===== src/hw/periph_defines.svh =====
`ifndef PERIPH_DEFINES_SVH
`define PERIPH_DEFINES_SVH

// ********************
// Bus geometry
// ********************
`define WB_AW 12
`define WB_DW 32

// Slave select and register fields of the byte address
`define SLV_MSB 11
`define SLV_LSB 8
`define REG_MSB 4
`define REG_LSB 2

// Register offsets, in words
`define REG_IN       0
`define REG_OUT      1
`define REG_OE       2
`define REG_IRQ_EN   3
`define REG_IRQ_STAT 4

// ********************
// Board and robot I/O widths
// ********************
`define GPIO_W     32
`define BTN_W      5
`define SW_W       16
`define BOT_CTRL_W 8
`define BOT_STAT_W 2

// Switch that sets the robot configuration
`define SW_CFG_BIT 15

// Stable cycles before a debounced level changes
`define DB_CYCLES 16

`endif


===== src/hw/wb_pkg.sv =====
`include "periph_defines.svh"

package wb_pkg;

   // Bus address and data words
   typedef logic [`WB_AW-1:0] wb_addr_t;
   typedef logic [`WB_DW-1:0] wb_data_t;

   // Slave index from the select field
   typedef enum logic [3:0] {
      SLV_GPIO     = 4'd0,
      SLV_BTN      = 4'd1,
      SLV_BOT      = 4'd2,
      SLV_BOT_STAT = 4'd3,
      SLV_NONE     = 4'hf
   } wb_slave_e;

   // Register index inside one GPIO block
   typedef enum logic [2:0] {
      RS_IN       = 3'(`REG_IN),
      RS_OUT      = 3'(`REG_OUT),
      RS_OE       = 3'(`REG_OE),
      RS_IRQ_EN   = 3'(`REG_IRQ_EN),
      RS_IRQ_STAT = 3'(`REG_IRQ_STAT)
   } reg_sel_e;

endpackage


===== src/hw/wb_if.sv =====
interface wb_if
   import wb_pkg::*;
();

   // Request side
   wb_addr_t adr;
   wb_data_t dat_w;
   logic     we;
   logic     cyc;
   logic     stb;

   // Response side
   wb_data_t dat_r;
   logic     ack;

   modport master (
      output adr,
      output dat_w,
      output we,
      output cyc,
      output stb,
      input  dat_r,
      input  ack
   );

   modport slave (
      input  adr,
      input  dat_w,
      input  we,
      input  cyc,
      input  stb,
      output dat_r,
      output ack
   );

endinterface


===== src/hw/gpio_regs.sv =====
`include "periph_defines.svh"

module gpio_regs
   import wb_pkg::*;
#(
   parameter int WIDTH = `GPIO_W
) (
   input  logic             clk,
   input  logic             i_arst_n,
   wb_if.slave              s,
   input  logic [WIDTH-1:0] i_pad,
   output logic [WIDTH-1:0] o_out,
   output logic [WIDTH-1:0] o_oe,
   output logic             o_irq
);

   logic [WIDTH-1:0] pad_meta;
   logic [WIDTH-1:0] pad_sync;
   logic [WIDTH-1:0] pad_prev;
   logic [WIDTH-1:0] rise;
   logic [WIDTH-1:0] out_q;
   logic [WIDTH-1:0] oe_q;
   logic [WIDTH-1:0] irq_en_q;
   logic [WIDTH-1:0] irq_stat_q;
   logic [WIDTH-1:0] wr_bits;
   logic             req;
   logic             ack_q;
   logic             wr_en;
   reg_sel_e         rsel;

   assign req     = s.cyc & s.stb;
   // Write lands on the edge that raises ack
   assign wr_en   = req & s.we & ~ack_q;
   assign rsel    = reg_sel_e'(s.adr[`REG_MSB:`REG_LSB]);
   assign wr_bits = s.dat_w[WIDTH-1:0];
   assign rise    = pad_sync & ~pad_prev;

   // ********************
   // Pad synchronizer and edge detect
   // ********************
   always_ff @(posedge clk or negedge i_arst_n) begin
      if (!i_arst_n) begin
         pad_meta <= '0;
         pad_sync <= '0;
         pad_prev <= '0;
      end else begin
         pad_meta <= i_pad;
         pad_sync <= pad_meta;
         pad_prev <= pad_sync;
      end
   end

   // ********************
   // Control registers
   // ********************
   always_ff @(posedge clk or negedge i_arst_n) begin
      if (!i_arst_n) begin
         out_q      <= '0;
         oe_q       <= '0;
         irq_en_q   <= '0;
         irq_stat_q <= '0;
      end else begin
         // Edges latch regardless of the enable
         irq_stat_q <= irq_stat_q | rise;
         if (wr_en) begin
            case (rsel)
               RS_OUT:      out_q    <= wr_bits;
               RS_OE:       oe_q     <= wr_bits;
               RS_IRQ_EN:   irq_en_q <= wr_bits;
               // A new edge wins over a clear in the same cycle
               RS_IRQ_STAT: irq_stat_q <= (irq_stat_q & ~wr_bits) | rise;
               default: ;
            endcase
         end
      end
   end

   // Single-cycle ack, never back to back
   always_ff @(posedge clk or negedge i_arst_n) begin
      if (!i_arst_n) begin
         ack_q <= 1'b0;
      end else begin
         ack_q <= req & ~ack_q;
      end
   end

   // Read path, zero-extended to the bus width
   always_comb begin
      case (rsel)
         RS_IN:       s.dat_r = wb_data_t'(pad_sync);
         RS_OUT:      s.dat_r = wb_data_t'(out_q);
         RS_OE:       s.dat_r = wb_data_t'(oe_q);
         RS_IRQ_EN:   s.dat_r = wb_data_t'(irq_en_q);
         RS_IRQ_STAT: s.dat_r = wb_data_t'(irq_stat_q);
         default:     s.dat_r = '0;
      endcase
   end

   assign s.ack = ack_q;
   assign o_out = out_q;
   assign o_oe  = oe_q;
   assign o_irq = |(irq_stat_q & irq_en_q);

endmodule


===== src/flat_wrapper.sv =====
// flat-port wrapper written by rule: the top's interface ports become plain ports
module gpio_regs_flat import wb_pkg::*;
#(
   parameter int WIDTH = `GPIO_W
)
  (clk, i_arst_n, i_pad, o_out, o_oe, o_irq, s_adr, s_dat_w, s_we, s_cyc, s_stb, s_dat_r, s_ack);
  wb_if s_i ();
  input  logic clk;
  input  logic i_arst_n;
  input  logic [WIDTH-1:0] i_pad;
  output logic [WIDTH-1:0] o_out;
  output logic [WIDTH-1:0] o_oe;
  output logic o_irq;
  input wire logic [$bits(s_i.adr)-1:0] s_adr;
  input wire logic [$bits(s_i.dat_w)-1:0] s_dat_w;
  input wire logic [$bits(s_i.we)-1:0] s_we;
  input wire logic [$bits(s_i.cyc)-1:0] s_cyc;
  input wire logic [$bits(s_i.stb)-1:0] s_stb;
  output wire logic [$bits(s_i.dat_r)-1:0] s_dat_r;
  output wire logic [$bits(s_i.ack)-1:0] s_ack;
  assign s_i.adr = s_adr;
  assign s_i.dat_w = s_dat_w;
  assign s_i.we = s_we;
  assign s_i.cyc = s_cyc;
  assign s_i.stb = s_stb;
  assign s_dat_r = s_i.dat_r;
  assign s_ack = s_i.ack;
  gpio_regs #(.WIDTH(WIDTH)) u_core (.clk(clk), .i_arst_n(i_arst_n), .s(s_i), .i_pad(i_pad), .o_out(o_out), .o_oe(o_oe), .o_irq(o_irq));
endmodule

===== config.mk =====
export PLATFORM = sky130hd
export DESIGN_NAME = gpio_regs_flat
export DESIGN_NICKNAME = d
export VERILOG_FILES = /design/src/hw/wb_pkg.sv /design/src/hw/wb_if.sv /design/src/hw/gpio_regs.sv /design/src/flat_wrapper.sv
export VERILOG_INCLUDE_DIRS = /design/src /design/src/hw
export SDC_FILE = /design/constraint.sdc
export NUM_CORES = 1
export LEC_CHECK = 0
export BUFFER_PORTS_ARGS = -buffer_cell sky130_fd_sc_hd__buf_2
export CORE_MARGIN = 4
export CORE_UTILIZATION = 55
export CTS_CLUSTER_SIZE = 30
export DETAILED_ROUTE_END_ITERATION = 6
export PLACE_DENSITY_LB_ADDON = 0.2
export SYNTH_ARGS = -nofsm -noshare
export SYNTH_HDL_FRONTEND = slang
export SYNTH_SLANG_ARGS = --single-unit

===== constraint.sdc =====
create_clock -name clk -period 5.28 [get_ports clk]
set_input_delay 0.264 -clock clk [delete_from_list [all_inputs] [get_ports clk]]
set_output_delay 0.264 -clock clk [all_outputs]
set_load 0.02 [all_outputs]

Word-level counts from Yosys, hierarchy flattened --
Index checks and enable logic that the tools add are counted.
Cells by class: eq/ne operators 4, mux-type cells 3, bitwise logic cells 12, reduce and logical (&&, ||, !) cells 5
Operator list (number):
- one-hot mux 32 bit (5 select lines) | 1
- AND 32 bit | 3
- 2-to-1 mux 32 bit | 2
- inverter 32 bit | 2
- OR 32 bit | 2
- OR reduction 32 bit | 1
- == test 3 x 2 -> 1 bit (second input constant) | 2
- AND reduction 2 bit | 3
- AND 1 bit | 4
- == test 3 x 1 -> 1 bit (second input constant) | 1
- == test 3 bit (second input constant) | 1
- logical NOT 3 bit | 1
- inverter 1 bit | 1
Storage, ports and cells: register bits 225, input port bits 81, output and inout bits 98, logic and storage cells 32

Logic depth before layout (Yosys ltp) --
depth in word-level cells 5, mapped depth 6, gate-level depth less buffers 3

Least setup slack after synthesis --
No wires, ideal clock.
path type reg-to-reg, from reg u_core.ack_q, in the netlist u_core.s.ack, to reg u_core.out_q[10], in the netlist u_core.o_out[10], setup time 125 ps, data arrival time 1754 ps, required time 5155 ps, slack 3401 ps, stages on the path, launching flop included 7, path buffers 3, clock period less this slack 1879 ps, path through dfrtp_1 -> and4b_1 -> buf_4 -> or3b_1 -> buf_6 -> buf_12 -> mux2_4
Between the ends: word-level cells in the longest chain between the ends 3
Ends and longest elaborated chain:
- start, declared | RTL line gpio_regs.sv:27 | logic ack_q;
- start signal, assigned | RTL line gpio_regs.sv:83 | ack_q <= req & ~ack_q;
- inverter 1 bit | RTL line gpio_regs.sv:33 | assign wr_en = req & s.we & ~ack_q;
- AND 1 bit | RTL line gpio_regs.sv:33
- AND reduction 2 bit (no source line)
- end signal, assigned | RTL line gpio_regs.sv:67 | RS_OUT: out_q <= wr_bits;
- end, declared | RTL line gpio_regs.sv:21 | logic [WIDTH-1:0] out_q;
No other way between the ends. A chain may end at the register's enable or synchronous reset.

Worst setup path in the final report --
from reg u_core.ack_q, in the netlist u_core.s.ack, to reg u_core.out_q[31], in the netlist u_core.o_out[31]
The elaborated chain is that of the path after synthesis.

==> flow_metrics.env <==
export IMPL_status="completed"
export IMPL_ys_top_cells_by_count="dfrtp_1, mux2_1, inv_1"
export IMPL_die_area_um2=18000
export IMPL_firstDrtPassIters=6
export IMPL_wl_um=21600
export IMPL_max_slew_margin_pct=30.0
export IMPL_cp_required_ns=5.67
export IMPL_grt_start_max_net_pins=112
export IMPL_cts_tree="built"
export IMPL_async_flop_share_pct=100
export IMPL_cts_sinks=225
export IMPL_leakage_nw=5.41
export IMPL_design_portCount=179
export IMPL_port_buffers=169
export IMPL_grt_pass1_vias=6182
export IMPL_ys_seq_area_share_pct=64.3
export IMPL_min_delay_start="s_dat_w[31]"
export IMPL_crit_path_top_delay_cell="and4b_2"
export IMPL_max_stage_delay_ns=0.88
export IMPL_crit_chain="and4b_2, or3b_2, buf_4, mux2_1"
export IMPL_finalClockSkew_ns=0.0103
export IMPL_syn_nets=662
export IMPL_gr_usage_all_layers_pct=24.1
export IMPL_dieHeight_um=134
export IMPL_die_w_um=134
export IMPL_postRouteAntennaNets=0
export IMPL_cts_clk_slew_worst_paths_ns=0.06
export IMPL_synth_edf_count=0
export IMPL_post_drt_via_cell_ratio=5.77
export IMPL_antenna_found_initial=0
export IMPL_period_needed_ns=2.92
export IMPL_hp_class="primary input to register"
export IMPL_dp_hpwl_um=13300
export IMPL_post_drt_wl_per_cell_um=21.4
export IMPL_setup_violations_final=0
export IMPL_postLayoutCellArea_um2=10900
export IMPL_worstPathArrival_ns=3.32
export IMPL_grt_overflow_total=0
export IMPL_rsz0062_at_grt="false"
export IMPL_synth_top_area_share_pct=64.3
export IMPL_syn_area_um2=8760
export IMPL_dr_total_vias=5825
export IMPL_irDropWorstVdd_mv=0.295
export IMPL_holdBufCountCts=35
export IMPL_core_area_um2=15400
export IMPL_startpoint_type="register"
export IMPL_syn_inst=581
export IMPL_place_gp_congestion=0.791
export IMPL_tightest_slew_ns=1.05
export IMPL_drcViolationCount=0
export IMPL_cts_root_buf="clkbuf_16"
export IMPL_synthMostInstantiatedCell="dfrtp_1"
export IMPL_clock_latency_ns=0.51
export IMPL_hold_slack_ns=0.00985
export IMPL_cts_setup_buffers=0
export IMPL_critPathMaxFanout=35
export IMPL_finalHoldViolCount=0
export IMPL_synth_cell_types=28
export IMPL_drt_iter0_drc=324
export IMPL_htreeDepth=1
export IMPL_power_density_nw_per_um2=399
export IMPL_synth_area_leaders="dfrtp_1, mux2_1, mux2_4, a221o_1, mux2i_1"
export IMPL_row_count=45
export IMPL_nets=864
export IMPL_grt_pass1_wl_um=34300
export IMPL_ys_ff_latch=225
export IMPL_cp_end_kind="register"
export IMPL_drive_gt1_share_pct=31.6
export IMPL_avgSynthCellArea_um2=15.1
export IMPL_cp_startpoint="u_core.s.ack"
export IMPL_synth_warnings=0
export IMPL_finalCritPeriodShare_pct=55.4
export IMPL_finalMaxSlewViolations=0
export IMPL_reg2reg_depth=4
export IMPL_cts_buffers=24
export IMPL_clock_fmax_ghz=0.342
export IMPL_yosysTopAreaCell="dfrtp_1"
export IMPL_max_cap_violations=0
export IMPL_reg2reg_slack_ns=2.36
export IMPL_synth_main_ff_cell="dfrtp_1"
export IMPL_r2r_end="u_core.o_out[31]"
export IMPL_path_class="register to register"
export IMPL_area_delta_synth_final_pct=24.0
export IMPL_ctsResizeCount=0
export IMPL_clockBufferDepth=3
export IMPL_r2r_start="u_core.s.ack"
export IMPL_placed_area_um2=9740
export IMPL_start_util_pct=57.0
export IMPL_fin_setup_tns_ns=0
export IMPL_crit_path_end="u_core.o_out[31]"
## flip-flops by register name, summed over array words and instances (netlist names)
register / flops
u_core.pad_meta: 32
u_core.s.ack: 1
u_core.pad_prev: 32
u_core.pad_sync: 32
u_core.o_oe: 32
u_core.irq_en_q: 32
u_core.o_out: 32
u_core.irq_stat_q: 32
## worst max-delay path, delay by kind of cell (launching register included)
| kind | cells | cell delay, ns |
|---|---|---|
| DFF | 1 | 0.39 |
| muxes | 1 | 0.36 |
| buffers and inverters | 1 | 0.37 |
| and+or+nand+nor | 2 | 1.66 |
## through the flow
step	cells	utilization [%]	power, mW	setup WS (ns)
finish	1010	70.6	4.33	2.36
global route	1009	70.6	4.50	2.28
CTS	1009	70.6	4.36	2.33
detailed placement	933	63.4	2.74	2.34
global placement	933	63.4	2.71	2.37
floorplan	581	-	2.44	3.40
## cells in the final DEF (no fill, tap or decap), types with 2 or more instances in the layout
master and n:
clkbuf_1 5, clkbuf_16 24, nor3b_2 2, mux2_4 30
a22oi_1 16, dfrtp_1 225, nand2_1 2, clkbuf_8 7
nand3_1 32, a221o_1 31, o2bb2ai_1 31, and4b_2 2
buf_4 8, dlygate4sd3_1 35, mux2i_1 31, clkinv_2 3
a22o_1 32, buf_2 168, nand4_1 4, inv_1 33
clkinv_8 2, mux2_1 66
## power breakdown
| group | internal [mW] | switching (mW) | leakage, nW | total (mW) |
|---|---|---|---|---|
| combinational | 0.301 | 0.385 | 2.38 | 0.686 |
| clock | 0.937 | 0.666 | 0.378 | 1.60 |
| sequential | 1.90 | 0.140 | 2.66 | 2.04 |
## layer usage
metal  vias up  routed length [µm]  track usage, %
li1       2566                   -               -
met1      3008                9440            35.2
met2       221               10200            38.1
met3        30                1580            4.43
met4         0                 391            5.43
met5         -                   0               0
## final cells by class
class                   instances  area, µm²
well taps                     211        264
fillers                      1063       4520
diodes                          1       2.50
clock inverters                 5       47.5
multi-input cells             287       2800
inverters                      33        124
flip-flops and latches        225       5630
repair buffers                212       1270
clock buffers                  36        716
## worst min path at each step
stage                           to  cells past startpoint
3_3_place_gp    u_core.pad_sync[4]                      0
3_5_place_dp    u_core.pad_sync[1]                      0
6_report           u_core.o_oe[31]                      2
2_1_floorplan   u_core.irq_en_q[0]                      0
5_1_grt            u_core.o_oe[31]                      2
4_1_cts        u_core.irq_en_q[31]                      2
## cell families after synthesis
kind of cell / Yosys count / share of synthesized area [%]
flops: 225 / 64.3
mux: 128 / 17.4
compound gates: 111 / 11.3
buf+inv: 69 / 3.92
simple gates: 48 / 3.03
Power figures use the tool's default switching activity.
