$ cat src/hw/periph_defines.svh
`ifndef PERIPH_DEFINES_SVH
`define PERIPH_DEFINES_SVH

// ********************
// Bus geometry
// ********************
`define WB_AW 12
`define WB_DW 32

// Slave select and register fields of the byte address
`define SLV_MSB 11
`define SLV_LSB 8
`define REG_MSB 4
`define REG_LSB 2

// Register offsets, in words
`define REG_IN       0
`define REG_OUT      1
`define REG_OE       2
`define REG_IRQ_EN   3
`define REG_IRQ_STAT 4

// ********************
// Board and robot I/O widths
// ********************
`define GPIO_W     32
`define BTN_W      5
`define SW_W       16
`define BOT_CTRL_W 8
`define BOT_STAT_W 2

// Switch that sets the robot configuration
`define SW_CFG_BIT 15

// Stable cycles before a debounced level changes
`define DB_CYCLES 16

`endif

$ cat src/hw/debounce_filter.sv
`include "periph_defines.svh"

module debounce_filter #(
   parameter type T      = logic,
   parameter int  CYCLES = `DB_CYCLES
) (
   input  logic clk,
   input  logic i_arst_n,
   input  T     i_raw,
   output T     o_clean
);

   localparam int           CW      = $clog2(CYCLES + 1);
   localparam logic [CW-1:0] CNT_MAX = CW'(CYCLES);
   localparam logic [CW-1:0] LOAD_AT = CW'(CYCLES - 1);

   T              meta_q;
   T              sync_q;
   T              last_q;
   logic [CW-1:0] cnt;
   logic          stable;

   // Same sample as one cycle ago
   assign stable = (sync_q == last_q);

   // ********************
   // Synchronizer and stability counter
   // ********************
   always_ff @(posedge clk or negedge i_arst_n) begin
      if (!i_arst_n) begin
         meta_q  <= '0;
         sync_q  <= '0;
         last_q  <= '0;
         cnt     <= '0;
         o_clean <= '0;
      end else begin
         meta_q <= i_raw;
         sync_q <= meta_q;
         last_q <= sync_q;

         // Any change restarts the count, saturate once settled
         if (!stable) begin
            cnt <= '0;
         end else if (cnt != CNT_MAX) begin
            cnt <= cnt + 1'b1;
         end

         // CYCLES stable samples in a row
         if (stable && cnt == LOAD_AT) begin
            o_clean <= sync_q;
         end
      end
   end

endmodule

$ cat config.mk
export PLATFORM = sky130hd
export DESIGN_NAME = debounce_filter
export DESIGN_NICKNAME = d
export VERILOG_FILES = /design/src/hw/debounce_filter.sv
export VERILOG_INCLUDE_DIRS = /design/src /design/src/hw
export SDC_FILE = /design/constraint.sdc
export NUM_CORES = 1
export LEC_CHECK = 0
export BUFFER_PORTS_ARGS = -buffer_cell sky130_fd_sc_hd__buf_4
export CORE_AREA = 2 2 40 42
export CTS_BUF_LIST = sky130_fd_sc_hd__clkbuf_4 sky130_fd_sc_hd__clkbuf_8
export DETAILED_ROUTE_END_ITERATION = 8
export DIE_AREA = 0 0 42 44
export SYNTH_ARGS = -nofsm -noshare
export SYNTH_HDL_FRONTEND = slang
export SYNTH_SLANG_ARGS = --single-unit
$ cat constraint.sdc
create_clock -name clk -period 4 [get_ports clk]
set_clock_uncertainty 0.05 [all_clocks]
set_input_delay 0.2 -clock clk [delete_from_list [all_inputs] [get_ports clk]]
set_output_delay 0.2 -clock clk [all_outputs]
set_load 0.01 [all_outputs]
# Word-level counts from Yosys, hierarchy flattened
# Cells that the tools add are included.
# word_totals
register_bits	9
inputBits	3
out_inout_bits	1
# classes
addsub	1
eq_ne	4
n_mux	2
n_reduce_logical	1
# ops
cell	n
$mux W5	2
$add A5 B1 Y5 const B	1
$eq A5 B4 Y1 const B	1
$ne A5 B5 Y1 const B	1
$ne A2 B1 Y1 const B	1
$eq A1 B1 Y1	1
$logic_and A1 B1 Y1	1

# Longest topological paths before layout
# Gate-level depths: netlist (run 1).
# logic_depth
depth_word	3
mapped_depth	6

# Worst setup path before layout (run 1)
# No wires, ideal clock.
# synth_timing
path_type	register to register
from	register cnt[0]
to	register o_clean
setup_time_ns	0.119
arrival_ns	1.148
t_required_ns	3.831
slack_ns	2.683
stages_incl_launch_ff	6
n_path_buf	0
synth_period_minus_slack_ns	1.317
path_cell_list	dfrtp_1 ha_1 and3_2 ha_1 a21oi_1 nor2_1
# synth_via
elab_chain_cells	2
# synth_rtl
element	line_no	source
start: declaration	debounce_filter.sv:20	logic [CW-1:0] cnt;
start signal: assignment	debounce_filter.sv:45	cnt <= cnt + 1'b1;
$eq A5 B4 Y1	debounce_filter.sv:49	if (stable && cnt == LOAD_AT) begin
$logic_and A1 B1 Y1	debounce_filter.sv:49	
end signal: assignment	debounce_filter.sv:50	o_clean <= sync_q;
end: declaration	debounce_filter.sv:10	output T o_clean
# Every way passes these cells.
# A chain may end at the register's enable or synchronous reset.

# Final worst setup path (run 1)
# Same ends and word-level chain as after synthesis.

==> key figures, run 1 <==
Status
  • Run status: complete, no violations

Drt
  • DRT iter0 DRCs: 2
  • Routed len/inst: 10.34 µm
  • Detail Route Antenna Nets: 0
  • Pre-antenna DRT Iters: 4
  • Routed WL: 600 µm
  • DR DRC count: 0
  • Routed vias/inst: 4.466
  • Via Count: 259

Placement
  • Port Buf Inserts: 3
  • Routability cong.: 0.7778
  • Pre-CTS setup slack: 2629 ps

STA
  • RSZ-0062 raised after global routing: no
  • FMAX: 730.0 MHz
  • Final Slew Violations: 0
  • Fin worst setup slack: 2630 ps
  • Min cycle time layout: 1370 ps
  • Endpoints failing setup: 0
  • Setup TNS: 0 ps
  • Tcrit/Tclk final: 0.3425
  • Worst slew margin: 0.7166
  • Final hold violation count: 0
  • Slew @ Worst Pin: 423.7 ps

Die
  • Die width: 42 µm
  • Initial Util: 0.2769
  • Core ar.: 1419 µm²
  • Total die area: 1848 µm²
  • Site row count: 14
  • Die height: 44 µm
  • Io pins: 4

Synthesis
  • Syn_nets: 39
  • Simple-Gate Fraction of Synth Area: 0.1401
  • Post-synthesis sequential area ratio: 0.5732
  • Synth warn: 0
  • Synth Area in XOR/XNOR: 0.08917
  • Mux contribution to synthesized area: 0.02548
  • Netlist cell types: 13
  • Post-Syn Area: 392.9 µm²
  • Area share of fa/ha/maj cells after synthesis: 0.09554
  • Complex-gate fraction of the synthesized area: 0.03822
  • Syn avg cell area: 11.91 µm²
  • Largest family of logic cells by synthesized area: simple AND/OR/NAND/NOR gates
  • Number of synthesized register bits: 9
  • Mapped Cells: 33

Worst setup path
  • CP max FO: 3
  • Worst Setup Start Kind: flop
  • Worst path arrival time: 1480 ps
  • Crit path to: o_clean
  • Worst r2r path cells: 5
  • Reg2reg end: o_clean
  • Setup CP Type: flop to flop
  • Worst reg2reg startpoint: cnt[0]
  • Flop2flop setup slack: 2630 ps
  • CP Launch Point: cnt[0]
  • Setup crit end kind: flop
  • Req. time, crit path: 4110 ps

Cells and area
  • # diodes: 0
  • Final net count: 49
  • FILL cells: 147
  • Layout cells sized above 1: 0.2143
  • Area growth, synth to finish: 22.93%

Clock network
  • Clock buffer depth: 2
  • Clock latency on the worst-skew pair: 260 ps
  • # clock sinks: 9
  • Clock transition at path regs: 70 ps
  • CTS tree: done
  • Root Driver: clkbuf_4
  • Htree depth: 1
  • Cts bufs inserted: 3

GRT
  • Grt ovf: 0
  • First-pass GRT wire length: 1028 µm
  • Total track usage: 0.08657
  • Vias in the first global route: 228
  • Initial antenna violation count: 0
  • Pin count of the biggest net entering global routing: 10

Pwr
  • Clock Power Share: 0.362
  • Power per Cell Area: 405.6 nW/µm²
  • Internal power: 145.4 µW
  • Switching power: 50.48 µW
  • Sw Ratio: 0.2577
  • Sequential share of power: 0.527
  • Total Power: 195.9 µW
  • Worst vdd ir: 0.0001479 V
  • Leak: 0.0002211 µW
  • Comb power frac: 0.110

Job
  • Max-cap viol count: 0

Worst hold path
  • Min-delay worst type: input pin to asynchronous set/reset pin
-- registers in the layout, summed over array words and instances (netlist names) --
register / count
o_clean: 1
last_q: 1
sync_q: 1
cnt: 5
meta_q: 1
-- synthesized netlist by cell type --
master	number	share of area
nor3_1	1	0.013
a21oi_1	3	0.038
and3_2	1	0.019
nand3_1	1	0.013
ha_1	3	0.096
mux2i_1	1	0.025
dfrtp_1	9	0.57
nand2b_1	1	0.016
xor2_1	2	0.045
and4bb_4	1	0.041
nor2_1	4	0.038
xnor2_1	2	0.045
inv_1	4	0.038
-- power groups by stage --
| stage | Combinational [µW] | Clock (µW) | Sequential [µW] |
|---|---|---|---|
| global route | 24.6 | 77.7 | 105 |
| finish | 21.6 | 71.0 | 103 |
| detailed placement | 20.2 | 0 | 105 |
| floorplan | 14.3 | 0 | 104 |
| CTS | 22.1 | 74.7 | 103 |
| global placement | 19.5 | 0 | 105 |
-- stage by stage --
stage / area (µm²) / instances / hold slack (ps) / util
finish: 483.0 / 58 / 240.1 / 0.3404
global placement: 435.4 / 52 / -20.24 / 0.3069
global route: 483.0 / 58 / 250.7 / 0.3404
floorplan: 392.9 / 33 / -145.6 / -
detailed placement: 435.4 / 52 / -18.86 / 0.3069
CTS: 483.0 / 58 / 230.7 / 0.3404
-- layout make-up --
class	count	area [µm²]	share of cell area
Clock buffer	3	22.52	0.04663
Sequential cell	9	225.2	0.4663
Clock inverter	1	5.005	0.01036
Inverter	4	15.01	0.03109
Tap cell	16	20.02	0.04145
Timing Repair Buffer	5	42.54	0.08808
Multi-Input combinational cell	20	152.6	0.3161
-- repair_timing --
| action | CTS | global route |
|---|---|---|
| endpoints found under the hold margin | 10 | 0 |
| gates resized for setup | 0 | 0 |
| hold buffers | 2 | 0 |
| setup endpoints to repair | 0 | 0 |
| buffers inserted | 0 | 0 |
-- critical path: stages, from the launching register on --
cell,delay [ps]
dfrtp_1,400
ha_1,220
and3_2,210
ha_1,190
a21oi_1,140
nor2_1,50
-- per-layer routing --
layer	track usage	up-vias	wire [µm]
met2	0.1000	5	278
met1	0.1021	129	281
li1	-	123	-
met4	0.1161	0	12
met5	0	-	0
met3	0.03750	2	27
-- cell usage in the layout, fill, tap and decap left out, drive strengths merged --
master | synthesis | layout
a21oi | 3 | 3
and3 | 1 | 1
and4bb | 1 | 1
buf | 0 | 3
clkbuf | 0 | 3
clkinv | 0 | 1
dfrtp | 9 | 9
dlygate4sd3 | 0 | 2
ha | 3 | 3
inv | 4 | 4
mux2i | 1 | 1
nand2b | 1 | 1
nand3 | 1 | 1
nor2 | 4 | 4
nor3 | 1 | 1
xnor2 | 2 | 2
xor2 | 2 | 2
-- cell families after synthesis --
logic type	Yosys count
AOI/OAI and AO/OA	3
adders and majority gates	3
xor gates and xnor gates	4
DFF	9
and+or+nand+nor	9
buffers and inverters	4
muxes	1
-- worst min path at each step --
stage               startpoint       to  slack [ps]  cells past startpoint
CTS                   i_arst_n  o_clean         230                      2
global placement      i_arst_n   cnt[4]         -20                      1
global route          i_arst_n  o_clean         250                      2
finish                i_arst_n  o_clean         240                      2
floorplan             i_arst_n   cnt[0]        -150                      0
detailed placement    i_arst_n   cnt[4]         -20                      1
Note: power is estimated with default switching activity, not from simulation.
==> inputs of run 2 (changes only) <==
==> constraint.sdc (replaced) <==
create_clock -name clk -period 1.4 [get_ports clk]
set_clock_uncertainty 0.05 [all_clocks]
set_input_delay 0.07 -clock clk [delete_from_list [all_inputs] [get_ports clk]]
set_output_delay 0.07 -clock clk [all_outputs]
set_load 0.01 [all_outputs]
==> run 2 against run 1 <==
Power rose to 2.9 times the previous value. Largest cell class unchanged. Fmax up 1.1%. Core utilization up 0.35 points. Global-route usage down 0.53 points. Largest power group unchanged. Non-clock buffer count unchanged. Highest routed layer unchanged. Wire length down 1.7%.
==> key figures, run 2 (same netlist as run 1, synthesis figures left out) <==
Status
  • Run status: complete, no violations

STA
  • Tcrit/Tclk final: 0.9682 (+0.6258)
  • Worst slew margin: 0.7421 (+0.02553)
  • Final hold violation count: 0 (unchanged)
  • RSZ-0062 raised after global routing: yes
  • Final Slew Violations: 0 (unchanged)
  • FMAX: 737.7 MHz (+1.1%)
  • Min cycle time layout: 1356 ps (-14.30 ps)
  • Fin worst setup slack: 44.48 ps (-2586 ps)
  • Slew @ Worst Pin: 385.5 ps (-38.17 ps)
  • Endpoints failing setup: 0 (unchanged)

Placement
  • Port Buf Inserts: 3 (unchanged)
  • Routability cong.: 0.8100 (+4.1%)
  • Pre-CTS setup slack: 18.57 ps (-2611 ps)
  • Detail Placement HPWL: 413.2 µm
  • Post-DP Area: 435.4 µm² (unchanged)

Die
  • Io pins: 4 (unchanged)
  • Core ar.: 1419 µm² (unchanged)
  • Total die area: 1848 µm² (unchanged)
  • Initial Util: 0.2769 (unchanged)
  • Site row count: 14 (unchanged)
  • Die width: 42 µm (unchanged)
  • Die height: 44 µm (unchanged)

Drt
  • Routed WL: 590 µm (-1.7%)
  • Routed vias/inst: 4.345 (-2.7%)
  • DR DRC count: 0 (unchanged)
  • Pre-antenna DRT Iters: 3 (-1)
  • Via Count: 252 (-2.7%)
  • Routed len/inst: 10.17 µm (-1.7%)
  • DRT iter0 DRCs: 4 (+2)
  • Detail Route Antenna Nets: 0 (unchanged)

Clock network
  • Htree depth: 1 (unchanged)
  • Clock transition at path regs: 60 ps (about the same)
  • Root Driver: clkbuf_4
  • Clock buffer depth: 2 (unchanged)
  • # clock sinks: 9 (unchanged)
  • CTS tree: done
  • Clock latency on the worst-skew pair: 260 ps (about the same)
  • Post-CTS Setup Repair Bufs: 0 (unchanged)
  • Cts bufs inserted: 3 (unchanged)

Cells and area
  • Post-Route Utilization: 0.3439 (+0.003527)
  • Top reg by flops: cnt
  • Design area: 488.0 µm² (+1.0%)
  • Layout cells sized above 1: 0.2619 (+0.04762)
  • FILL cells: 139 (-5.4%)
  • # diodes: 0 (unchanged)
  • Number of flip-flops under the largest register name: 5 (unchanged)
  • Most frequent cells in the layout: dfrtp_1 (9), nor2_1 (4), clkbuf_4 (4)
  • Final net count: 49 (unchanged)
  • Commonest non-fill, non-tap cell in the layout: dfrtp_1
  • Area growth, synth to finish: 24.20%

Pwr
  • Power per Cell Area: 1175 nW/µm² (+190%)
  • Leak: 0.0002191 µW (-0.92%)
  • Worst vdd ir: 0.0005087 V (+240%)
  • Total Power: 573.2 µW (+190%)

GRT
  • Initial antenna violation count: 0 (unchanged)
  • Grt ovf: 0 (unchanged)
  • Pin count of the biggest net entering global routing: 10 (unchanged)
  • First-pass GRT wire length: 972 µm (-5.4%)
  • Total track usage: 0.08127 (-0.005300)
  • Vias in the first global route: 209 (-8.3%)

Worst setup path
  • CP max FO: 3 (unchanged)
  • Worst Setup Start Kind: flop
  • Setup CP Type: flop to flop
  • Worst path arrival time: 1450 ps (-30 ps)
  • Setup crit end kind: flop
  • Req. time, crit path: 1490 ps (-2620 ps)

Job
  • Max-cap viol count: 0 (unchanged)

Worst hold path
  • Min-delay worst type: input pin to asynchronous set/reset pin
==> run 2: changes by cell type in the layout (fill, tap and decap cells not counted), sizes merged <==
cell	change
clkbuf	+1
clkinv	-1
==> run 2: stage by stage <==
step | TNS [ps] | std cells | hold WS [ps]
finish | 0 | 58 | 123.6
global route | -9.251 | 58 | 134.1
CTS | 0 | 58 | 111.8
detailed placement | 0 | 52 | -149.7
global placement | 0 | 52 | -150.5
floorplan | 0 | 33 | -275.6
==> run 2: what timing repair did <==
| action | in CTS | in global routing |
|---|---|---|
| resized for setup | 0 | 2 |
| hold buffers | 2 | 0 |
| endpoints found under the setup margin | 0 | 2 |
| hold endpoints to repair | 10 | 0 |
==> run 2: where the power goes <==
group	total [µW]	internal, µW	switching [µW]
combinational	62.1	31.8	30.4
clock	216	129	86.6
sequential	295	279	16.8
==> run 2: layout make-up <==
type | instances | area [µm²] | share of cell area
Tap cell | 16 | 20.02 | 0.04103
Timing Repair Buffer | 5 | 42.54 | 0.08718
Clock buffer | 4 | 30.03 | 0.06154
Inverter | 4 | 15.01 | 0.03077
Sequential cell | 9 | 225.2 | 0.4615
Multi-Input combinational cell | 20 | 155.1 | 0.3179
==> run 2: final timing paths <==
| path | to | slack (ps) | startpoint | cells after the start |
|---|---|---|---|---|
| setup / recovery | o_clean | 40 | cnt[0] | 5 |
| hold / removal | cnt[2] | 120 | i_arst_n | 2 |
| setup reg to reg | o_clean | 40 | cnt[0] | 5 |
| hold reg to reg | sync_q | 300 | meta_q | 0 |
| max in group asynchronous | sync_q | 1040 | i_arst_n | 2 |
| min in group clk | sync_q | 300 | meta_q | 0 |
==> run 2: critical path, stage by stage (launching register included) <==
cell and delay (ps):
dfrtp_1 400, ha_2 200, and3_2 200, ha_1 200, a21oi_1 130, nor2_1 60
==> run 2: layer usage <==
| metal | up-vias | share of wire | GRT usage |
|---|---|---|---|
| li1 | 125 | - | - |
| met1 | 122 | 0.46 | 0.09424 |
| met2 | 3 | 0.48 | 0.1000 |
| met3 | 2 | 0.037 | 0.03750 |
| met4 | 0 | 0.015 | 0.09677 |
| met5 | - | 0 | 0 |
==> inputs of run 3 (changes only) <==
--- a/config.mk
+++ b/config.mk
@@ -7,10 +7,13 @@
 export NUM_CORES = 1
 export LEC_CHECK = 0
 export BUFFER_PORTS_ARGS = -buffer_cell sky130_fd_sc_hd__buf_4
+export CELL_PAD_IN_SITES_DETAIL_PLACEMENT = 2
+export CELL_PAD_IN_SITES_GLOBAL_PLACEMENT = 2
 export CORE_AREA = 2 2 40 42
 export CTS_BUF_LIST = sky130_fd_sc_hd__clkbuf_4 sky130_fd_sc_hd__clkbuf_8
 export DETAILED_ROUTE_END_ITERATION = 8
 export DIE_AREA = 0 0 42 44
+export PLACE_DENSITY_LB_ADDON = 0.1
 export SYNTH_ARGS = -nofsm -noshare
 export SYNTH_HDL_FRONTEND = slang
 export SYNTH_SLANG_ARGS = --single-unit
==> run 3 against run 2 <==
Clock-buffer cell count down 1. Largest cell class unchanged. Non-clock buffer count rose by 1. Critical path type unchanged. Hold slack worse by 14 ps.
==> key figures, run 3 (same netlist as run 1, synthesis figures left out) <==
STA
  • Min cycle time layout: 1326 ps (-29.74 ps)
  • Final Slew Violations: 0 (unchanged)
  • Final hold violation count: 0 (unchanged)
  • RSZ-0062 raised after global routing: no
  • Slew @ Worst Pin: 521.0 ps (+135.5 ps)
  • Setup TNS: 0 ps (unchanged)
  • Tcrit/Tclk final: 0.9470 (-0.02124)
  • FMAX: 754.3 MHz (+2.2%)
  • Endpoints failing setup: 0 (unchanged)
  • Final hold slack: 109.5 ps (-14.04 ps)
  • Worst slew margin: 0.6515 (-0.09064)

GRT
  • Grt ovf: 0 (unchanged)
  • Initial antenna violation count: 0 (unchanged)
  • Pin count of the biggest net entering global routing: 10 (unchanged)
  • First-pass GRT wire length: 1331 µm (+37%)
  • Total track usage: 0.1058 (+0.02455)
  • Vias in the first global route: 295 (+41%)

Drt
  • Via Count: 263 (+4.4%)
  • Met1 wire length: 345 µm (+26%)
  • DRT iter0 DRCs: 0 (-4)
  • Detail Route Antenna Nets: 0 (unchanged)
  • DR DRC count: 0 (unchanged)
  • Routed WL: 794 µm (+35%)
  • Metal3 WL: 23 µm (+4.5%)
  • Met2 Wirelength: 394 µm (+38%)
  • Routed vias/inst: 4.458 (+2.6%)
  • Top Metal Used: met4
  • Routed len/inst: 13.46 µm (+32%)
  • Pre-antenna DRT Iters: 1 (-2)

Clock network
  • CTS tree: done
  • Clock latency on the worst-skew pair: 270 ps (about the same)
  • Htree depth: 1 (unchanged)
  • # clock sinks: 9 (unchanged)
  • Clock buffer depth: 2 (unchanged)
  • Clock transition at path regs: 70 ps (about the same)
  • Root Driver: clkbuf_4
  • Cts bufs inserted: 3 (unchanged)

Cells and area
  • FILL cells: 152 (+9.4%)
  • Final net count: 50 (+2.0%)
  • Number of flip-flops under the largest register name: 5 (unchanged)
  • Layout cells sized above 1: 0.3488 (+0.08693)
  • # diodes: 0 (unchanged)
  • Commonest non-fill, non-tap cell in the layout: dfrtp_1
  • Most frequent cells in the layout: dfrtp_1 (9), nor2_1 (4), buf_4 (4), inv_1 (3), clkbuf_4 (3)
  • Area growth, synth to finish: 31.53%
  • Top reg by flops: cnt

Worst setup path
  • Setup crit end kind: flop
  • CP max FO: 4 (+1)
  • Reg2reg end: cnt[1]
  • Worst r2r path cells: 5 (unchanged)
  • Crit path to: cnt[1]
  • Setup CP Type: flop to flop
  • Worst path arrival time: 1410 ps (-40 ps)
  • Worst Setup Start Kind: flop
  • Worst reg2reg startpoint: cnt[1]
  • CP Launch Point: cnt[1]
  • Flop2flop setup slack: 70 ps (+30 ps)
  • Req. time, crit path: 1490 ps (about the same)

Die
  • Die width: 42 µm (unchanged)
  • Io pins: 4 (unchanged)
  • Die height: 44 µm (unchanged)
  • Core ar.: 1419 µm² (unchanged)
  • Initial Util: 0.2769 (unchanged)
  • Site row count: 14 (unchanged)
  • Total die area: 1848 µm² (unchanged)

Pwr
  • Total Power: 571.8 µW (-0.24%)
  • Leak: 0.0002240 µW (+2.2%)
  • Worst vdd ir: 0.0006697 V (+32%)
  • Power per Cell Area: 1106 nW/µm² (-5.8%)

Placement
  • Routability cong.: 0.7266 (-10%)
  • Detail Placement HPWL: 568.1 µm (+37%)
  • Port Buf Inserts: 3 (unchanged)

Worst hold path
  • Min-delay worst type: input pin to asynchronous set/reset pin

Job
  • Max-cap viol count: 0 (unchanged)

Status
  • Run status: complete, no violations
-- run 3: cell count changes in the layout (fill, tap and decap cells not counted), sizes merged --
cell	change
buf	+1
clkbuf	-1
clkinv	+1
-- run 3: area by class of cell --
cell class	instances	area (µm²)	area share
flip-flops and latches	9	225.2	0.4358
multi-input cells	20	178.9	0.3462
repair buffers	6	50.05	0.09685
clock buffers	3	22.52	0.04358
well taps	16	20.02	0.03874
inverters	4	15.01	0.02906
clock inverters	1	5.005	0.009685
-- run 3: power breakdown --
group	internal [µW]	switching (µW)
Clock	105	98.5
Sequential	278	20.2
Combinational	35.6	33.6
-- run 3: stage by stage --
stage | setup WS (ps) | cell area, µm² | std cells | utilization
2_1_floorplan | 83.16 | 392.9 | 33 | -
3_3_place_gp | 32.48 | 435.4 | 52 | 0.3069
3_5_place_dp | -3.974 | 435.4 | 52 | 0.3069
4_1_cts | 11.01 | 485.5 | 58 | 0.3422
5_1_grt | 4.706 | 516.7 | 59 | 0.3642
6_report | 74.22 | 516.7 | 59 | 0.3642
-- run 3: worst max-delay path: stages, from the launching register on --
cell and delay, ps:
dfrtp_1 420, inv_1 70, ha_1 140, and4bb_4 280
mux2i_1 180, nor2_1 50
-- run 3: worst min-delay path by stage --
stage / from / slack [ps] / to
global placement: i_arst_n / -150 / meta_q
finish: i_arst_n / 110 / meta_q
global route: i_arst_n / 130 / meta_q
detailed placement: i_arst_n / -150 / meta_q
floorplan: i_arst_n / -280 / cnt[0]
CTS: i_arst_n / 100 / meta_q
-- run 3: repair_timing --
action                                 in CTS  in global routing
resized for setup                           1                  6
endpoints found under the hold margin      10                  0
setup endpoints to repair                   1                  3
pin swaps                                   0                  3
hold buffers                                2                  0
buffers inserted                            0                  1
-- run 3: per-layer routing --
metal,global-route usage,vias up
met4,0.09677,0
met5,0,-
met3,0.03750,4
met2,0.1594,5
li1,-,127
met1,0.1172,127
