--- src/hw/periph_defines.svh ---
`ifndef PERIPH_DEFINES_SVH
`define PERIPH_DEFINES_SVH

// ********************
// Bus geometry
// ********************
`define WB_AW 12
`define WB_DW 32

// Slave select and register fields of the byte address
`define SLV_MSB 11
`define SLV_LSB 8
`define REG_MSB 4
`define REG_LSB 2

// Register offsets, in words
`define REG_IN       0
`define REG_OUT      1
`define REG_OE       2
`define REG_IRQ_EN   3
`define REG_IRQ_STAT 4

// ********************
// Board and robot I/O widths
// ********************
`define GPIO_W     32
`define BTN_W      5
`define SW_W       16
`define BOT_CTRL_W 8
`define BOT_STAT_W 2

// Switch that sets the robot configuration
`define SW_CFG_BIT 15

// Stable cycles before a debounced level changes
`define DB_CYCLES 16

`endif

--- src/hw/wb_pkg.sv ---
`include "periph_defines.svh"

package wb_pkg;

   // Bus address and data words
   typedef logic [`WB_AW-1:0] wb_addr_t;
   typedef logic [`WB_DW-1:0] wb_data_t;

   // Slave index from the select field
   typedef enum logic [3:0] {
      SLV_GPIO     = 4'd0,
      SLV_BTN      = 4'd1,
      SLV_BOT      = 4'd2,
      SLV_BOT_STAT = 4'd3,
      SLV_NONE     = 4'hf
   } wb_slave_e;

   // Register index inside one GPIO block
   typedef enum logic [2:0] {
      RS_IN       = 3'(`REG_IN),
      RS_OUT      = 3'(`REG_OUT),
      RS_OE       = 3'(`REG_OE),
      RS_IRQ_EN   = 3'(`REG_IRQ_EN),
      RS_IRQ_STAT = 3'(`REG_IRQ_STAT)
   } reg_sel_e;

endpackage

--- src/hw/wb_if.sv ---
interface wb_if
   import wb_pkg::*;
();

   // Request side
   wb_addr_t adr;
   wb_data_t dat_w;
   logic     we;
   logic     cyc;
   logic     stb;

   // Response side
   wb_data_t dat_r;
   logic     ack;

   modport master (
      output adr,
      output dat_w,
      output we,
      output cyc,
      output stb,
      input  dat_r,
      input  ack
   );

   modport slave (
      input  adr,
      input  dat_w,
      input  we,
      input  cyc,
      input  stb,
      output dat_r,
      output ack
   );

endinterface

--- src/hw/wb_decoder.sv ---
`include "periph_defines.svh"

module wb_decoder
   import wb_pkg::*;
(
   input  logic     clk,
   input  logic     i_arst_n,
   input  wb_addr_t i_wb_adr,
   input  wb_data_t i_wb_dat,
   input  logic     i_wb_we,
   input  logic     i_wb_cyc,
   input  logic     i_wb_stb,
   output wb_data_t o_wb_dat,
   output logic     o_wb_ack,
   wb_if.master     m_gpio,
   wb_if.master     m_btn,
   wb_if.master     m_bot,
   wb_if.master     m_bot_stat
);

   wb_slave_e sel;
   logic      req;
   logic      none_ack_q;

   assign req = i_wb_cyc & i_wb_stb;

   // Slave select from the top address nibble
   always_comb begin
      case (i_wb_adr[`SLV_MSB:`SLV_LSB])
         SLV_GPIO:     sel = SLV_GPIO;
         SLV_BTN:      sel = SLV_BTN;
         SLV_BOT:      sel = SLV_BOT;
         SLV_BOT_STAT: sel = SLV_BOT_STAT;
         default:      sel = SLV_NONE;
      endcase
   end

   // ********************
   // Request fan-out
   // ********************
   assign m_gpio.adr     = i_wb_adr;
   assign m_gpio.dat_w   = i_wb_dat;
   assign m_gpio.we      = i_wb_we;
   assign m_gpio.cyc     = i_wb_cyc & (sel == SLV_GPIO);
   assign m_gpio.stb     = i_wb_stb & (sel == SLV_GPIO);

   assign m_btn.adr      = i_wb_adr;
   assign m_btn.dat_w    = i_wb_dat;
   assign m_btn.we       = i_wb_we;
   assign m_btn.cyc      = i_wb_cyc & (sel == SLV_BTN);
   assign m_btn.stb      = i_wb_stb & (sel == SLV_BTN);

   assign m_bot.adr      = i_wb_adr;
   assign m_bot.dat_w    = i_wb_dat;
   assign m_bot.we       = i_wb_we;
   assign m_bot.cyc      = i_wb_cyc & (sel == SLV_BOT);
   assign m_bot.stb      = i_wb_stb & (sel == SLV_BOT);

   assign m_bot_stat.adr   = i_wb_adr;
   assign m_bot_stat.dat_w = i_wb_dat;
   assign m_bot_stat.we    = i_wb_we;
   assign m_bot_stat.cyc   = i_wb_cyc & (sel == SLV_BOT_STAT);
   assign m_bot_stat.stb   = i_wb_stb & (sel == SLV_BOT_STAT);

   // Unmapped space answers by itself, one-cycle pulse
   always_ff @(posedge clk or negedge i_arst_n) begin
      if (!i_arst_n) begin
         none_ack_q <= 1'b0;
      end else begin
         none_ack_q <= req & (sel == SLV_NONE) & ~none_ack_q;
      end
   end

   // ********************
   // Response mux
   // ********************
   always_comb begin
      case (sel)
         SLV_GPIO: begin
            o_wb_dat = m_gpio.dat_r;
            o_wb_ack = m_gpio.ack;
         end
         SLV_BTN: begin
            o_wb_dat = m_btn.dat_r;
            o_wb_ack = m_btn.ack;
         end
         SLV_BOT: begin
            o_wb_dat = m_bot.dat_r;
            o_wb_ack = m_bot.ack;
         end
         SLV_BOT_STAT: begin
            o_wb_dat = m_bot_stat.dat_r;
            o_wb_ack = m_bot_stat.ack;
         end
         default: begin
            o_wb_dat = '0;
            o_wb_ack = none_ack_q;
         end
      endcase
   end

endmodule

--- src/flat_wrapper.sv ---
// flat-port wrapper written by rule: the top's interface ports become plain ports
module wb_decoder_flat import wb_pkg::*;
  (clk, i_arst_n, i_wb_adr, i_wb_dat, i_wb_we, i_wb_cyc, i_wb_stb, o_wb_dat, o_wb_ack, m_gpio_adr, m_gpio_dat_w, m_gpio_we, m_gpio_cyc, m_gpio_stb, m_gpio_dat_r, m_gpio_ack, m_btn_adr, m_btn_dat_w, m_btn_we, m_btn_cyc, m_btn_stb, m_btn_dat_r, m_btn_ack, m_bot_adr, m_bot_dat_w, m_bot_we, m_bot_cyc, m_bot_stb, m_bot_dat_r, m_bot_ack, m_bot_stat_adr, m_bot_stat_dat_w, m_bot_stat_we, m_bot_stat_cyc, m_bot_stat_stb, m_bot_stat_dat_r, m_bot_stat_ack);
  wb_if m_gpio_i ();
  wb_if m_btn_i ();
  wb_if m_bot_i ();
  wb_if m_bot_stat_i ();
  input  logic clk;
  input  logic i_arst_n;
  input  wb_addr_t i_wb_adr;
  input  wb_data_t i_wb_dat;
  input  logic i_wb_we;
  input  logic i_wb_cyc;
  input  logic i_wb_stb;
  output wb_data_t o_wb_dat;
  output logic o_wb_ack;
  output wire logic [$bits(m_gpio_i.adr)-1:0] m_gpio_adr;
  output wire logic [$bits(m_gpio_i.dat_w)-1:0] m_gpio_dat_w;
  output wire logic [$bits(m_gpio_i.we)-1:0] m_gpio_we;
  output wire logic [$bits(m_gpio_i.cyc)-1:0] m_gpio_cyc;
  output wire logic [$bits(m_gpio_i.stb)-1:0] m_gpio_stb;
  input wire logic [$bits(m_gpio_i.dat_r)-1:0] m_gpio_dat_r;
  input wire logic [$bits(m_gpio_i.ack)-1:0] m_gpio_ack;
  output wire logic [$bits(m_btn_i.adr)-1:0] m_btn_adr;
  output wire logic [$bits(m_btn_i.dat_w)-1:0] m_btn_dat_w;
  output wire logic [$bits(m_btn_i.we)-1:0] m_btn_we;
  output wire logic [$bits(m_btn_i.cyc)-1:0] m_btn_cyc;
  output wire logic [$bits(m_btn_i.stb)-1:0] m_btn_stb;
  input wire logic [$bits(m_btn_i.dat_r)-1:0] m_btn_dat_r;
  input wire logic [$bits(m_btn_i.ack)-1:0] m_btn_ack;
  output wire logic [$bits(m_bot_i.adr)-1:0] m_bot_adr;
  output wire logic [$bits(m_bot_i.dat_w)-1:0] m_bot_dat_w;
  output wire logic [$bits(m_bot_i.we)-1:0] m_bot_we;
  output wire logic [$bits(m_bot_i.cyc)-1:0] m_bot_cyc;
  output wire logic [$bits(m_bot_i.stb)-1:0] m_bot_stb;
  input wire logic [$bits(m_bot_i.dat_r)-1:0] m_bot_dat_r;
  input wire logic [$bits(m_bot_i.ack)-1:0] m_bot_ack;
  output wire logic [$bits(m_bot_stat_i.adr)-1:0] m_bot_stat_adr;
  output wire logic [$bits(m_bot_stat_i.dat_w)-1:0] m_bot_stat_dat_w;
  output wire logic [$bits(m_bot_stat_i.we)-1:0] m_bot_stat_we;
  output wire logic [$bits(m_bot_stat_i.cyc)-1:0] m_bot_stat_cyc;
  output wire logic [$bits(m_bot_stat_i.stb)-1:0] m_bot_stat_stb;
  input wire logic [$bits(m_bot_stat_i.dat_r)-1:0] m_bot_stat_dat_r;
  input wire logic [$bits(m_bot_stat_i.ack)-1:0] m_bot_stat_ack;
  assign m_gpio_adr = m_gpio_i.adr;
  assign m_gpio_dat_w = m_gpio_i.dat_w;
  assign m_gpio_we = m_gpio_i.we;
  assign m_gpio_cyc = m_gpio_i.cyc;
  assign m_gpio_stb = m_gpio_i.stb;
  assign m_gpio_i.dat_r = m_gpio_dat_r;
  assign m_gpio_i.ack = m_gpio_ack;
  assign m_btn_adr = m_btn_i.adr;
  assign m_btn_dat_w = m_btn_i.dat_w;
  assign m_btn_we = m_btn_i.we;
  assign m_btn_cyc = m_btn_i.cyc;
  assign m_btn_stb = m_btn_i.stb;
  assign m_btn_i.dat_r = m_btn_dat_r;
  assign m_btn_i.ack = m_btn_ack;
  assign m_bot_adr = m_bot_i.adr;
  assign m_bot_dat_w = m_bot_i.dat_w;
  assign m_bot_we = m_bot_i.we;
  assign m_bot_cyc = m_bot_i.cyc;
  assign m_bot_stb = m_bot_i.stb;
  assign m_bot_i.dat_r = m_bot_dat_r;
  assign m_bot_i.ack = m_bot_ack;
  assign m_bot_stat_adr = m_bot_stat_i.adr;
  assign m_bot_stat_dat_w = m_bot_stat_i.dat_w;
  assign m_bot_stat_we = m_bot_stat_i.we;
  assign m_bot_stat_cyc = m_bot_stat_i.cyc;
  assign m_bot_stat_stb = m_bot_stat_i.stb;
  assign m_bot_stat_i.dat_r = m_bot_stat_dat_r;
  assign m_bot_stat_i.ack = m_bot_stat_ack;
  wb_decoder u_core (.clk(clk), .i_arst_n(i_arst_n), .i_wb_adr(i_wb_adr), .i_wb_dat(i_wb_dat), .i_wb_we(i_wb_we), .i_wb_cyc(i_wb_cyc), .i_wb_stb(i_wb_stb), .o_wb_dat(o_wb_dat), .o_wb_ack(o_wb_ack), .m_gpio(m_gpio_i), .m_btn(m_btn_i), .m_bot(m_bot_i), .m_bot_stat(m_bot_stat_i));
endmodule
--- config.mk ---
export PLATFORM = sky130hd
export DESIGN_NAME = wb_decoder_flat
export DESIGN_NICKNAME = d
export VERILOG_FILES = /design/src/hw/wb_pkg.sv /design/src/hw/wb_if.sv /design/src/hw/wb_decoder.sv /design/src/flat_wrapper.sv
export VERILOG_INCLUDE_DIRS = /design/src /design/src/hw
export SDC_FILE = /design/constraint.sdc
export NUM_CORES = 1
export LEC_CHECK = 0
export BUFFER_PORTS_ARGS = -buffer_cell sky130_fd_sc_hd__buf_2
export CAP_MARGIN = 20
export CORE_AREA = 3 3 154 156
export CTS_CLUSTER_SIZE = 20
export DETAILED_ROUTE_END_ITERATION = 16
export DIE_AREA = 0 0 157 159
export HOLD_SLACK_MARGIN = 0.05
export PLACE_DENSITY_LB_ADDON = 0.3
export SYNTH_ARGS = -nofsm -noshare
export SYNTH_HDL_FRONTEND = slang
export SYNTH_SLANG_ARGS = --single-unit
--- constraint.sdc ---
create_clock -name clk -period 1.65 [get_ports clk]
set_clock_uncertainty 0.2 [all_clocks]
set_input_delay 0.33 -clock clk [delete_from_list [all_inputs] [get_ports clk]]
set_output_delay 0.33 -clock clk [all_outputs]
set_load 0.02 [all_outputs]
======== Word-level counts from Yosys, hierarchy flattened ========
Cells that the tools add are included.
Widths: inputs -> output; s select.
storage, ports and cells
  flip-flop bits (word level) ............. 1
  latch bits .............................. 0
  memory bits (writable) .................. 0
  ROM bits ................................ 0
  output and inout bits ................... 221
  memories ................................ 0
operators by class
  add/sub/neg operators ................... 0
  $mul .................................... 0
  divide/modulo/power cells ............... 0
  order comparisons ....................... 0
  equal/unequal tests ..................... 7
  shifts and indexed selects .............. 0
  multiplexer cells ....................... 3
  bitwise logic cells ..................... 12
  reduce and logical (&&, ||, !) cells .... 2
operators by type and width
  cell                count
  $pmux 32 s4         1
  $eq 4x2->1 const B  4
  $pmux 4 s4          1
  $and 1x1->1         11
  $eq 4x1->1 const B  2
  $logic_not 4->1     2
  $eq 4x4->1 const B  1
  $pmux 1 s4          1
  $not 1->1           1

======== Longest topological paths before layout ========
Gate-level depths: netlist of the first run.
  word-level depth ........................ 5
  depth in mapped cells ................... 5
  depth with buffers taken out ............ 3

======== Worst setup path before layout of the first run ========
Ideal clock, no wire load.
  kind .................................... input port to output port
  start point ............................. input i_wb_adr[8]
  end point ............................... output o_wb_dat[13]
  data arrival time ....................... 1.352 ns
  required time ........................... 1.120 ns
  setup slack ............................. -0.232 ns
  cell stages on the path ................. 5
  cells stage by stage .................... buf_4 buf_2 mux2i_1 nor2_1 a221o_2
between the ends
  cells in the longest elaborated chain, start to end .. 4
  elaborated cells on any way between the ends .. 10
  classes of those cells .................. 6 x eq/ne; 2 x mux; 2 x reduce/logical
ends and longest elaborated chain
  element                             line                RTL
  from (decl)                         flat_wrapper.sv:10  input wb_addr_t i_wb_adr;
  $eq 4x2->1 (tied with other cells)  wb_decoder.sv:29    case (i_wb_adr[`SLV_MSB:`SLV_LSB])
  $pmux 4 s4 *                        wb_decoder.sv:29
  $eq 4x2->1 (tied with other cells)  wb_decoder.sv:78    case (sel)
  $pmux 32 s4 *                       wb_decoder.sv:78
  to (decl)                           flat_wrapper.sv:15  output wb_data_t o_wb_dat;
Mark *: on every way between the ends. The rest lies on a longest branch, timed or not.

======== Final worst setup path of the first run ========
  start point ............................. input i_wb_adr[10]
  end point ............................... output o_wb_dat[22]
Same word-level chain as after synthesis.

==> impl_results.md, run 1 <==
* Area leader, netlist: buf_4
* Worst setup margin at -0.437 ns
* Seq. cell area at 25.0 um^2
* Crit share post-route at 1.26
* Syn avg cell area at between 7 and 8 um^2
* Nets at ~540
* RSZ-0062 raised after global routing: true
* Cell variety after synth at 19
* First-pass GRT wire length at 14,100 um
* Place WS at -0.793 ns
* Sequential share of the synthesized area at 0.0104
* Min Tclk post-route at roughly 2.1 ns
* Commonest cells after routing, fill and taps aside: buf_2 (151), buf_6 (46), nor2_1 (32), buf_4 (31), mux2i_1 (30)
* CP startpoint kind: primary input
* Vias per cell at about 3.4
* Boundary Pins at 402
* DP Wirelength at roughly 8600 um
* Initial Utilization at 0.107
* Yosys top cell area share at 0.565
* Vias in the first global route at 2,192
* Largest Register: u_core.none_ack_q
* Violated checks: setup timing
* Clk_lat worst skew at 0 ns
* Power after layout at between 0.0008 and 0.0009 W
* Pleak at 1.66 nW
* Max transition margin at 0.809
* Max Slew Vio Count at 0
* Count of final hold-check violations at 0
* Finished Layout Cells at around 650
* Max cap viols at 0
* PwrDens at 245 nW/um^2
* CP endpoint kind: primary output
* Yosys warning total at 0
* Initial antenna violation count at 1
* Outcome: finished, violations left
* # diodes at 0
* Placed cell areas at roughly 2700 um^2
* Die Wd at around 160 um
* Input/output buffers at 196
* Syn nets at 491
* Area contributors post-synth: buf_4 (57%), mux2i_1 (13%), a221o_1 (10%)
* Routed Antenna Nets at 0
* 1st-iter DRT viols at 64
* # DRC at 0
* WL/cell at roughly 17 um
* Die area at approximately 25,000 um^2
* CTS clk-pin slew, worst paths at 0 ns
* Ys flop type: dfrtp_1
* Setup-failing EPs final at about 40
* Core Area at about 23,000 um^2
* Cell Rows at between 50 and 60
* Synth async-reset ratio at 1.00
* DR pass1 iterations at 4
* Routed Wire Length at ~11,000 um
* Yosys reg bits at 1
* Peak VDD IR at between 0.00005 and 0.00006 V
* Hold/Removal Path Class: reg2reg
* Mapped Area at ~2400 um^2
* Fmax at 479 MHz
* Placed cells at between 600 and 700
* Area delta synth->final at 36.2%
* CP max FO at 12
* Critical path class: in2out
* Grt total ovfl at 0
* Final core utilization at 0.146
* Commonest non-fill, non-tap cell in the layout: buf_2
* Worst-margin pin slew at between 0.2 and 0.3 ns
* Area of the multi-input gates at just over 1000 um^2
* Global-route usage over all layers at 0.0748
* Mapped Cells at between 300 and 400
* CP required at roughly 1.1 ns
* Fillers at about 2,600
* Global placement routability congestion at 0.712
* Total number of vias at 2,187
* Arr. time, crit path at between 1.5 and 2 ns
* Chip Height at 159 um
* Design Area, Final at 3280 um^2
* Post-synth EDFFs at 0
* Largest net degree at the start of global routing at 33
* Max FFs per register at 1
* Top flop regs: u_core.none_ack_q (1)
* Layout cell share with drive strength beyond 1 at 0.748
where the power goes:
part / internal [W] / total [W] / switching (W) / leakage, nW
logic: 0.000429 / 0.000777 / 0.000348 / 1.64
clock network: 0 / 0 / 0 / 0
registers: 0.0000263 / 0.0000266 / 0.000000331 / 0.0133
total: 0.000455 / 0.000803 / 0.000348 / 1.66
area by class of cell:
cell class | instances | share of cell area
sequential | 1 | 0.00764
timing repair buffer | 245 | 0.572
tap | 285 | 0.109
multi-input combinational | 115 | 0.311
worst max-delay path, cell delays in order:
cell and delay [ns]:
buf_8 0.10, buf_6 0.12, nor4b_4 0.31, buf_6 0.21, buf_16 0.16, a221o_1 0.19, buf_6 0.13
stage by stage:
stage	hold WS [ns]	TNS [ns]
detailed placement	-0.0909	-20.26
global placement	-0.0908	-20.22
floorplan	-0.166	-4.21
CTS	0.426	-16.11
global route	0.441	-17.65
finish	0.409	-15.30
what timing repair did:
item                                    4_1_cts  5_1_grt
cloned                                        5        2
resized for setup                            96       16
endpoints found under the hold margin         1        0
hold buffers                                  1        0
buffers inserted                              9        2
pin swaps                                    17        4
endpoints found under the setup margin       41       41
path summary, 6_finish.rpt:
check	start	end	slack, ns	depth (start not counted)
min in group asynchronous	i_arst_n	u_core.none_ack_q$_DFF_PN0_	0.46	2
worst max register to register	u_core.none_ack_q$_DFF_PN0_	u_core.none_ack_q$_DFF_PN0_	0.65	2
worst min register to register	u_core.none_ack_q$_DFF_PN0_	u_core.none_ack_q$_DFF_PN0_	0.41	2
worst min-delay path	u_core.none_ack_q$_DFF_PN0_	u_core.none_ack_q$_DFF_PN0_	0.41	2
max in group asynchronous	i_arst_n	u_core.none_ack_q$_DFF_PN0_	0.70	2
worst max-delay path	i_wb_adr[10]	o_wb_dat[22]	-0.44	7
routing by layer:
layer | vias to the layer above | GRT usage | wire length, um
li1 | 990 | - | -
met1 | 955 | 0.0820 | 4120
met2 | 172 | 0.136 | 5460
met3 | 68 | 0.0182 | 1220
met4 | 2 | 0.0314 | 487
met5 | - | 0 | 13
synth_stat cells, types with 2 or more instances:
cell type,instances
a221o_1,24
nor2_1,34
and3_1,3
and2_1,5
buf_2,5
buf_4,181
mux2i_1,32
clkbuf_1,4
buf_6,4
nor3b_2,2
a221o_2,8
kinds of logic (layout without fill, tap and decap cells):
| group | Yosys count | in the layout | share of synthesized area |
|---|---|---|---|
| multiplexers | 33 | 33 | 0.138 |
| flip-flops | 1 | 1 | 0.0104 |
| buffers and inverters | 194 | 245 | 0.600 |
| AND/OR/NAND/NOR | 48 | 48 | 0.108 |
| AO/OA/AOI/OAI | 34 | 34 | 0.143 |
Note: power is estimated with default switching activity, not from simulation.
==> inputs of run 2 (changes only) <==
Settings changed: BUFFER_PORTS_ARGS -buffer_cell sky130_fd_sc_hd__buf_2 to default, CORE_AREA 3 3 154 156 to 3 3 157 159, DIE_AREA 0 0 157 159 to 0 0 160 162, DONT_BUFFER_PORTS from default to 1.
==> run 2 against run 1 <==
Compared with the run above: the flow still finishes with violations (setup timing); sequential share of layout area increased by 0.72 points; flip-flop and latch count unchanged; final area decreased by 49%; die area increased by 3.8%; utilization decreased by 7.3 points; fmax increased by 12%; routed wire length decreased by 27%; register-to-register slack improved by 0.06 ns; setup slack improved by 0.23 ns; worst hold slack got worse by 0.11 ns; cell count decreased by 30%; via count decreased by 38%; critical endpoint is now o_wb_dat[26]; largest power group unchanged.
==> impl_results.md, run 2 (same netlist as run 1, synthesis figures left out) <==
* CP startpoint kind: primary input
* Max Slew Vio Count at 0
* Input/output buffers at 0
* Max FFs per register at 1
* Largest net degree at the start of global routing at 44
* Vias in the first global route at 1,407
* Boundary Pins at approximately 400
* Met3 track demand over resource at 0.0227
* Chip Height at 162 um
* # diodes at 0
* Hold/Removal Path Class: in2reg
* Nets at about 320
* Die Wd at roughly 160 um
* Max transition margin at 0.820
* Clk_lat worst skew at 0 ns
* # DRC at 0
* DP Wirelength at 6480 um
* Global placement routability congestion at ~0.6
* Seq. cell area at ~25 um^2
* RSZ-0062 raised after global routing: true
* Critical path class: in2out
* WL/cell at approximately 18 um
* Core Area at between 20,000 and 25,000 um^2
* GRT met2 Usage at 0.0960
* Crit share post-route at 1.13
* DR pass1 iterations at 2
* Area of the multi-input gates at roughly 1000 um^2
* Arr. time, crit path at 1.33 ns
* Routed Antenna Nets at 0
* CP max FO at 19
* Pleak at between 0.5 and 0.6 nW
* Grt total ovfl at 0
* Min Tclk post-route at between 1.5 and 2 ns
* Most crowded layer after global routing: met2
* Count of final hold-check violations at 0
* Largest Register: u_core.none_ack_q
* CP required at roughly 1.1 ns
* First-pass GRT wire length at around 11,000 um
* Layout cell share with drive strength beyond 1 at 0.286
* Routed Wire Length at about 8300 um
* Worst setup margin at -0.207 ns
* CTS clk-pin slew, worst paths at 0 ns
* Worst-margin pin slew at 0.262 ns
* CP endpoint kind: primary output
* Cell Rows at 56
* 1st-iter DRT viols at 55
* Peak VDD IR at slightly above 0.00004 V
* Global-route usage over all layers at 0.0546
* Final core utilization at 0.0721
* Initial Utilization at 0.103
* Commonest cells after routing, fill and taps aside: mux2i_1 (32), nor2_1 (32), a221o_1 (24), a221o_2 (8), buf_12 (7)
* Top flop regs: u_core.none_ack_q (1)
* Vias per cell at a little under 3
* Fillers at 2,764
* Fin Hold WS at about 0.3 ns
* Die area at 25,900 um^2
* Violated checks: setup timing
* Outcome: finished, violations left
* Fmax at around 540 MHz
* PwrDens at about 190 nW/um^2
* Place WS at -0.359 ns
* Area delta synth->final at -29.9%
* Initial antenna violation count at 0
* Setup-failing EPs final at 39
* Max cap viols at 0
* Total number of vias at 1,347
* Grt met1 use at 0.0507
-- run 2: changes by cell type in the layout (fill, tap and decap cells not counted), sizes merged --
cell	change
clkbuf	-1
buf	-227
-- run 2: critical path: stages --
cell and delay (ns):
or3b_4 0.41, buf_6 0.19, nor2_1 0.11, a221o_1 0.27
-- run 2: cell type report --
type	instances	share of cell area
tap	319	0.237
sequential	1	0.0148
timing repair buffer	17	0.166
multi-input combinational	115	0.582
-- run 2: final timing paths --
path                                             start                     endpoint  slack, ns  cells after the start
max in group asynchronous                     i_arst_n  u_core.none_ack_q$_DFF_PN0_       0.77                      1
hold / removal                                i_wb_stb  u_core.none_ack_q$_DFF_PN0_       0.30                      1
min in group asynchronous                     i_arst_n  u_core.none_ack_q$_DFF_PN0_       0.36                      1
setup reg to reg           u_core.none_ack_q$_DFF_PN0_  u_core.none_ack_q$_DFF_PN0_       0.71                      2
hold reg to reg            u_core.none_ack_q$_DFF_PN0_  u_core.none_ack_q$_DFF_PN0_       0.38                      2
setup / recovery                          i_wb_adr[10]                 o_wb_dat[26]      -0.21                      4
-- run 2: layer usage --
metal,up-vias,wire length (um)
li1,530,-
met1,599,2550
met2,163,3970
met3,55,1090
met4,0,656
met5,-,0
-- run 2: per-stage QoR --
| step | power, W | TNS [ns] | instances | instance area, um^2 |
|---|---|---|---|---|
| 2_1_floorplan | 0.000914 | -4.21 | 310 | 2470 |
| 3_3_place_gp | 0.000300 | -9.14 | 446 | 1530 |
| 3_5_place_dp | 0.000304 | -9.96 | 446 | 1530 |
| 4_1_cts | 0.000335 | -5.64 | 453 | 1710 |
| 5_1_grt | 0.000349 | -6.94 | 452 | 1690 |
| 6_report | 0.000326 | -5.41 | 452 | 1690 |
-- run 2: power by group --
part,switching [W],internal (W),total [W],leakage (nW)
Clock,0,0,0,0
Sequential,0.000000287,0.0000262,0.0000265,0.0133
Combinational,0.000161,0.000139,0.000300,0.576
Total,0.000161,0.000165,0.000326,0.589
-- run 2: repair_timing --
| item | 4_1_cts | 5_1_grt |
|---|---|---|
| hold buffers | 1 | 0 |
| cloned | 4 | 0 |
| hold endpoints to repair | 1 | 0 |
| resized for setup | 13 | 2 |
| setup endpoints to repair | 39 | 39 |
| buffers inserted | 2 | 1 |
| pin swaps | 5 | 9 |
